<file path="src/design/core_cfg_pkg.sv">
package core_cfg_pkg;

    // operand width of the integer datapath
    parameter int xlen = 32;

    parameter int preg_count = 64; // physical registers after rename
    parameter int preg_w = $clog2(preg_count);

    // defaults for the lane and port counts that the top level may override
    parameter int alu_lanes = 4; // lanes 0 and 1 are shared with csr and mult
    parameter int wb_ports = 3;

    // operands per memory port, fixed by the request structs
    parameter int load_reads = 1;
    parameter int store_reads = 2;

endpackage

</file>
<file path="src/design/regread_pkg.sv">
package regread_pkg;

    import core_cfg_pkg::*;

    // one issue slot asking for two source operands
    typedef struct packed {
        logic en; // doubles as valid on the shared lanes
        logic [preg_w-1:0] src0;
        logic [preg_w-1:0] src1;
    } read_req_t;

    typedef struct packed {
        logic en;
        logic [preg_w-1:0] src; // load only needs the base address register
    } load_req_t;

    typedef struct packed {
        logic data_valid;
        logic [xlen-1:0] data0;
        logic [xlen-1:0] data1;
    } read_rsp_t;

    typedef struct packed {
        logic data_valid;
        logic [xlen-1:0] data;
    } load_rsp_t;

    // one writeback bus entry which also feeds operand forwarding
    typedef struct packed {
        logic valid;
        logic we; // low for results that do not target a register
        logic [preg_w-1:0] rd;
        logic [xlen-1:0] res;
    } wb_entry_t;

endpackage

</file>
<file path="src/design/issue_read_arbiter.sv">
`timescale 1ns/1ps

module issue_read_arbiter #(
    parameter int alu_lanes = core_cfg_pkg::alu_lanes,
    localparam int rd_ports = 2 * alu_lanes + core_cfg_pkg::load_reads
        + core_cfg_pkg::store_reads
) (
    input  logic clk,
    input  logic reset,
    input  regread_pkg::read_req_t [alu_lanes-1:0] alu_req,
    input  regread_pkg::read_req_t csr_req,
    input  regread_pkg::read_req_t mult_req,
    input  regread_pkg::read_req_t store_req,
    input  regread_pkg::load_req_t load_req,
    output logic [alu_lanes-1:0] alu_ready,
    output regread_pkg::read_rsp_t [alu_lanes-1:0] alu_rsp,
    output regread_pkg::read_rsp_t csr_rsp,
    output regread_pkg::read_rsp_t mult_rsp,
    output regread_pkg::read_rsp_t store_rsp,
    output regread_pkg::load_rsp_t load_rsp,
    output logic [rd_ports-1:0] rd_en,
    output logic [rd_ports-1:0][core_cfg_pkg::preg_w-1:0] rd_addr,
    input  logic [rd_ports-1:0][core_cfg_pkg::xlen-1:0] rd_data
);
    import core_cfg_pkg::*;

    // read port order is all src0, then all src1, then load, then store
    localparam int load_base = 2 * alu_lanes;
    localparam int store_base = load_base + load_reads;

    logic [alu_lanes-1:0] lane_en_d;
    logic [alu_lanes-1:0] lane_en_q;
    logic [rd_ports-1:0][preg_w-1:0] rd_addr_d;
    logic csr_win_q; // csr owned lane 0 in the response cycle
    logic mult_win_q;
    logic load_en_q;
    logic store_en_q;

    always_comb begin
        for (int i = 0; i < alu_lanes; i++) begin
            alu_ready[i] = 1'b1;
            lane_en_d[i] = alu_req[i].en;
            rd_addr_d[i] = alu_req[i].src0;
            rd_addr_d[alu_lanes + i] = alu_req[i].src1;
        end
        if (csr_req.en) begin
            alu_ready[0] = 1'b0; // the alu request on lane 0 waits
            lane_en_d[0] = 1'b1;
            rd_addr_d[0] = csr_req.src0;
            rd_addr_d[alu_lanes] = csr_req.src1;
        end
        if (mult_req.en) begin
            alu_ready[1] = 1'b0;
            lane_en_d[1] = 1'b1;
            rd_addr_d[1] = mult_req.src0;
            rd_addr_d[alu_lanes + 1] = mult_req.src1;
        end
        rd_addr_d[load_base] = load_req.src;
        rd_addr_d[store_base] = store_req.src0;
        rd_addr_d[store_base + 1] = store_req.src1;
    end

    always_ff @(posedge clk) begin
        if (reset) begin
            lane_en_q <= '0;
            csr_win_q <= 1'b0;
            mult_win_q <= 1'b0;
            load_en_q <= 1'b0;
            store_en_q <= 1'b0;
        end else begin
            lane_en_q <= lane_en_d;
            csr_win_q <= csr_req.en;
            mult_win_q <= mult_req.en;
            load_en_q <= load_req.en;
            store_en_q <= store_req.en;
        end
    end

    always_ff @(posedge clk) begin
        rd_addr <= rd_addr_d;
    end

    always_comb begin
        for (int i = 0; i < alu_lanes; i++) begin
            rd_en[i] = lane_en_q[i];
            rd_en[alu_lanes + i] = lane_en_q[i]; // both operands of a lane read together
        end
        rd_en[load_base] = load_en_q;
        rd_en[store_base] = store_en_q;
        rd_en[store_base + 1] = store_en_q;
    end

    // the shared lanes return the same data and only the valid follows the winner
    always_comb begin
        for (int i = 0; i < alu_lanes; i++) begin
            alu_rsp[i].data_valid = lane_en_q[i];
            alu_rsp[i].data0 = rd_data[i];
            alu_rsp[i].data1 = rd_data[alu_lanes + i];
        end
        alu_rsp[0].data_valid = lane_en_q[0] & ~csr_win_q;
        alu_rsp[1].data_valid = lane_en_q[1] & ~mult_win_q;

        csr_rsp.data_valid = csr_win_q;
        csr_rsp.data0 = rd_data[0];
        csr_rsp.data1 = rd_data[alu_lanes];
        mult_rsp.data_valid = mult_win_q;
        mult_rsp.data0 = rd_data[1];
        mult_rsp.data1 = rd_data[alu_lanes + 1];

        load_rsp.data_valid = load_en_q;
        load_rsp.data = rd_data[load_base];
        store_rsp.data_valid = store_en_q;
        store_rsp.data0 = rd_data[store_base];
        store_rsp.data1 = rd_data[store_base + 1];
    end

endmodule

</file>
<file path="config.mk">
export PLATFORM = sky130hd
export DESIGN_NAME = issue_read_arbiter
export DESIGN_NICKNAME = d
export VERILOG_FILES = /design/src/design/core_cfg_pkg.sv /design/src/design/regread_pkg.sv /design/src/design/issue_read_arbiter.sv
export SDC_FILE = /design/constraint.sdc
export NUM_CORES = 1
export LEC_CHECK = 0
export BUFFER_PORTS_ARGS = -buffer_cell sky130_fd_sc_hd__buf_2
export CORE_AREA = 2 2 403 405
export DETAILED_ROUTE_END_ITERATION = 6
export DIE_AREA = 0 0 405 407
export PLACE_DENSITY = 0.31
export SETUP_SLACK_MARGIN = 0.4
export SYNTH_ARGS = -nofsm -noshare
export SYNTH_HDL_FRONTEND = slang
export SYNTH_SLANG_ARGS = --single-unit
</file>
<file path="constraint.sdc">
create_clock -name clk -period 0.8 [get_ports clk]
set_input_delay 0.04 -clock clk [delete_from_list [all_inputs] [get_ports clk]]
set_output_delay 0.04 -clock clk [all_outputs]
set_load 0.005 [all_outputs]
</file>
==> metrics.md <==
| Metric | Value |
|---|---|
| Final hold slack | `-187 ps` |
| Fin util | `4.20%` |
| Critical hold path startpoint | `alu_req[36]` |
| Cell Chain, Critical Path | `buf_12 -> buf_6` |
| Routed WL per cell | `27.3 um` |
| Ant diodes | `0` |
| 1st-iter DRT viols | `120` |
| Die area | `0.165 mm^2` |
| CP Capture Type | `output port` |
| Die X | `405 um` |
| Hold Violations, Final | `48` |
| Post-route ant nets | `0` |
| CTS max path bufs | `2` |
| Synth warnings | `0` |
| Final TNS setup | `-5260 ps` |
| RSZ-0062 raised after global routing | `yes` |
| Hold worst-path end | `rd_addr[16]` |
| Fill cell count | `19000` |
| Failing checks | `negative hold slack, negative setup slack` |
| CTS tree | `yes` |
| CP max stage cell | `dfxtp_4` |
| Vias/cell | `1.10` |
| Largest net degree at the start of global routing | `15` |
| Vias in the first global route | `2582` |
| Crit path DAT | `990 ps` |
| Post-Syn Instances | `610` |
| Clock sink count | `74` |
| CTS HTree Levels | `3` |
| Synth Register Bits | `74` |
| Final Setup Violations | `85` |
| Number of CTS-inserted buffers | `9` |
| Hold Buf Count CTS | `41` |
| Vias | `2782` |
| Power per cell area | `1420 mW/mm^2` |
| Final HPWL DP | `64700 um` |
| Chip height | `407 um` |
| Final period utilization | `128%` |
| Sequential fraction of the synthesis area | `26.2%` |
| Crit path launch type | `flop` |
| Port Buf Inserts | `186` |
| Total iterations of the first detailed-routing run | `4` |
| Data required time of the worst path | `760 ps` |
| Layout cells sized above 1 | `74.3%` |
| P&R area growth vs syn | `18.8%` |
| Root Buffer | `clkbuf_16` |
| DRC | `0` |
| Crit Path Max Fanout | `2` |
| Core Region | `0.160 mm^2` |
| VDD IR max | `0.00145 V` |
| Max-Cap Viols | `0` |
| Final Max Slew Viols | `0` |
| GR Overflow Total | `0` |
| Post-Synthesis Cell Area | `0.00566 mm^2` |
| Total Wirelength | `68800 um` |
| First-pass GRT wire length | `72300 um` |
| Min-delay worst type | `in2reg` |
| Critical path origin | `lane_en_q[0]` |
| Clock transition at the registers of the reported paths | `60 ps` |
| Pleak | `2.19 nW` |
| Avg Synthesized Cell Area | `9.29 um^2` |
| Rows | `147` |
| Delay-heaviest family, CP | `flip-flops` |
| Outcome | `complete, but fails checks` |
| Initial core utilization | `3.54%` |
| Final period demand of the worst path | `1030 ps` |
| Setup CP Type | `reg2out` |
| Delay of the slowest cell on the worst path | `360 ps` |
| Yosys cell types | `10` |
| GP Congestion | `0.694` |
| Nets | `810` |
| Hold depth | `1` |
| Gr usage total | `7.87%` |
| # IOs | `1021` |
| Antenna violations before repair | `3` |
| Final WS setup | `-225 ps` |
| Achievable Freq | `975 MHz` |
| Worst Path Buf+Inv | `2` |
## flip-flops by register name (all words and copies together), names as in the netlist
name	cells
lane_en_q	4
store_en_q	1
load_en_q	1
rd_addr	66
mult_win_q	1
csr_win_q	1
## power by group
part           switching [mW]  leakage (nW)  internal [mW]
Combinational           0.393          1.42          0.827
Sequential             0.0997         0.628           3.93
Clock                    1.91         0.145           2.38
Total                    2.40          2.19           7.13
## metrics by stage
| step | worst slack [ps] | area, um^2 | hold slack [ps] | instances | power [mW] |
|---|---|---|---|---|---|
| final | -225 | 6730 | -187 | 2522 | 9.54 |
| after global routing | -297 | 6730 | -225 | 2522 | 10.1 |
| after CTS | -295 | 6510 | -238 | 2522 | 9.83 |
| after detailed placement | -42.5 | 5640 | 80.0 | 2464 | 5.00 |
| after global placement | -33.8 | 5640 | 80.0 | 2464 | 5.01 |
| after floorplan | 117 | 5750 | 67.7 | 611 | 6.36 |
## how the worst max path moves through the flow
stage,to,slack (ps),depth (start not counted)
after floorplan,rd_addr[0],120,3
after global placement,rd_addr[0],-30,3
after detailed placement,rd_addr[0],-40,3
after CTS,alu_rsp[129],-300,2
after global routing,alu_rsp[64],-300,2
final,rd_en[4],-230,2
## layout by cell type, fill, tap and decap left out
cell	n
buf_6	38
o21ba_2	2
buf_8	1
nor2b_1	6
buf_2	147
dfxtp_4	6
dlymetal6s4s_1	18
dfxtp_1	44
clkinv_4	3
dfxtp_2	24
buf_4	2
dlygate4sd3_1	23
mux2_4	15
buf_12	6
mux2_2	9
clkbuf_16	9
clkinv_2	4
bufinv_16	1
conb_1	2
nor2b_4	2
## synth_stat cells
master	instances	area, um^2
mux2_4	14	210
dfxtp_1	74	1480
nor2b_1	8	50.1
conb_1	1	3.75
buf_12	2	40.0
inv_1	2	7.51
buf_6	2	22.5
buf_4	495	3720
mux2_2	10	113
o21ba_2	2	20.0
## layout make-up
cell class | count | area (um^2) | share of cell area (%)
well taps | 2160 | 2700 | 40.2
repair buffers | 235 | 1770 | 26.3
flip-flops and latches | 74 | 1530 | 22.8
multi-input cells | 36 | 419 | 6.23
clock buffers | 9 | 225 | 3.35
clock inverters | 6 | 58.8 | 0.874
inverters | 2 | 17.5 | 0.260
## timing repair
action | in CTS | in global routing
buffers inserted | 2 | 0
gates resized for setup | 37 | 63
endpoints found under the hold margin | 72 | 48
setup endpoints to repair | 88 | 105
## cell families after synthesis
| logic type | after synthesis | synth area share, % |
|---|---|---|
| AOI/OAI and AO/OA | 2 | 0.353 |
| buffers and inverters | 501 | 66.8 |
| other | 1 | 0.0662 |
| and+or+nand+nor | 8 | 0.884 |
| muxes | 24 | 5.70 |
| DFF | 74 | 26.2 |
## per-layer routing
| layer | wire length (um) | up-vias | track usage, % |
|---|---|---|---|
| met5 | 83 | - | 0.506 |
| met4 | 2420 | 2 | 3.01 |
| met3 | 26300 | 106 | 14.5 |
| met2 | 31700 | 787 | 12.4 |
| met1 | 8300 | 1030 | 2.61 |
| li1 | - | 857 | - |
Power figures use the tool's default switching activity.
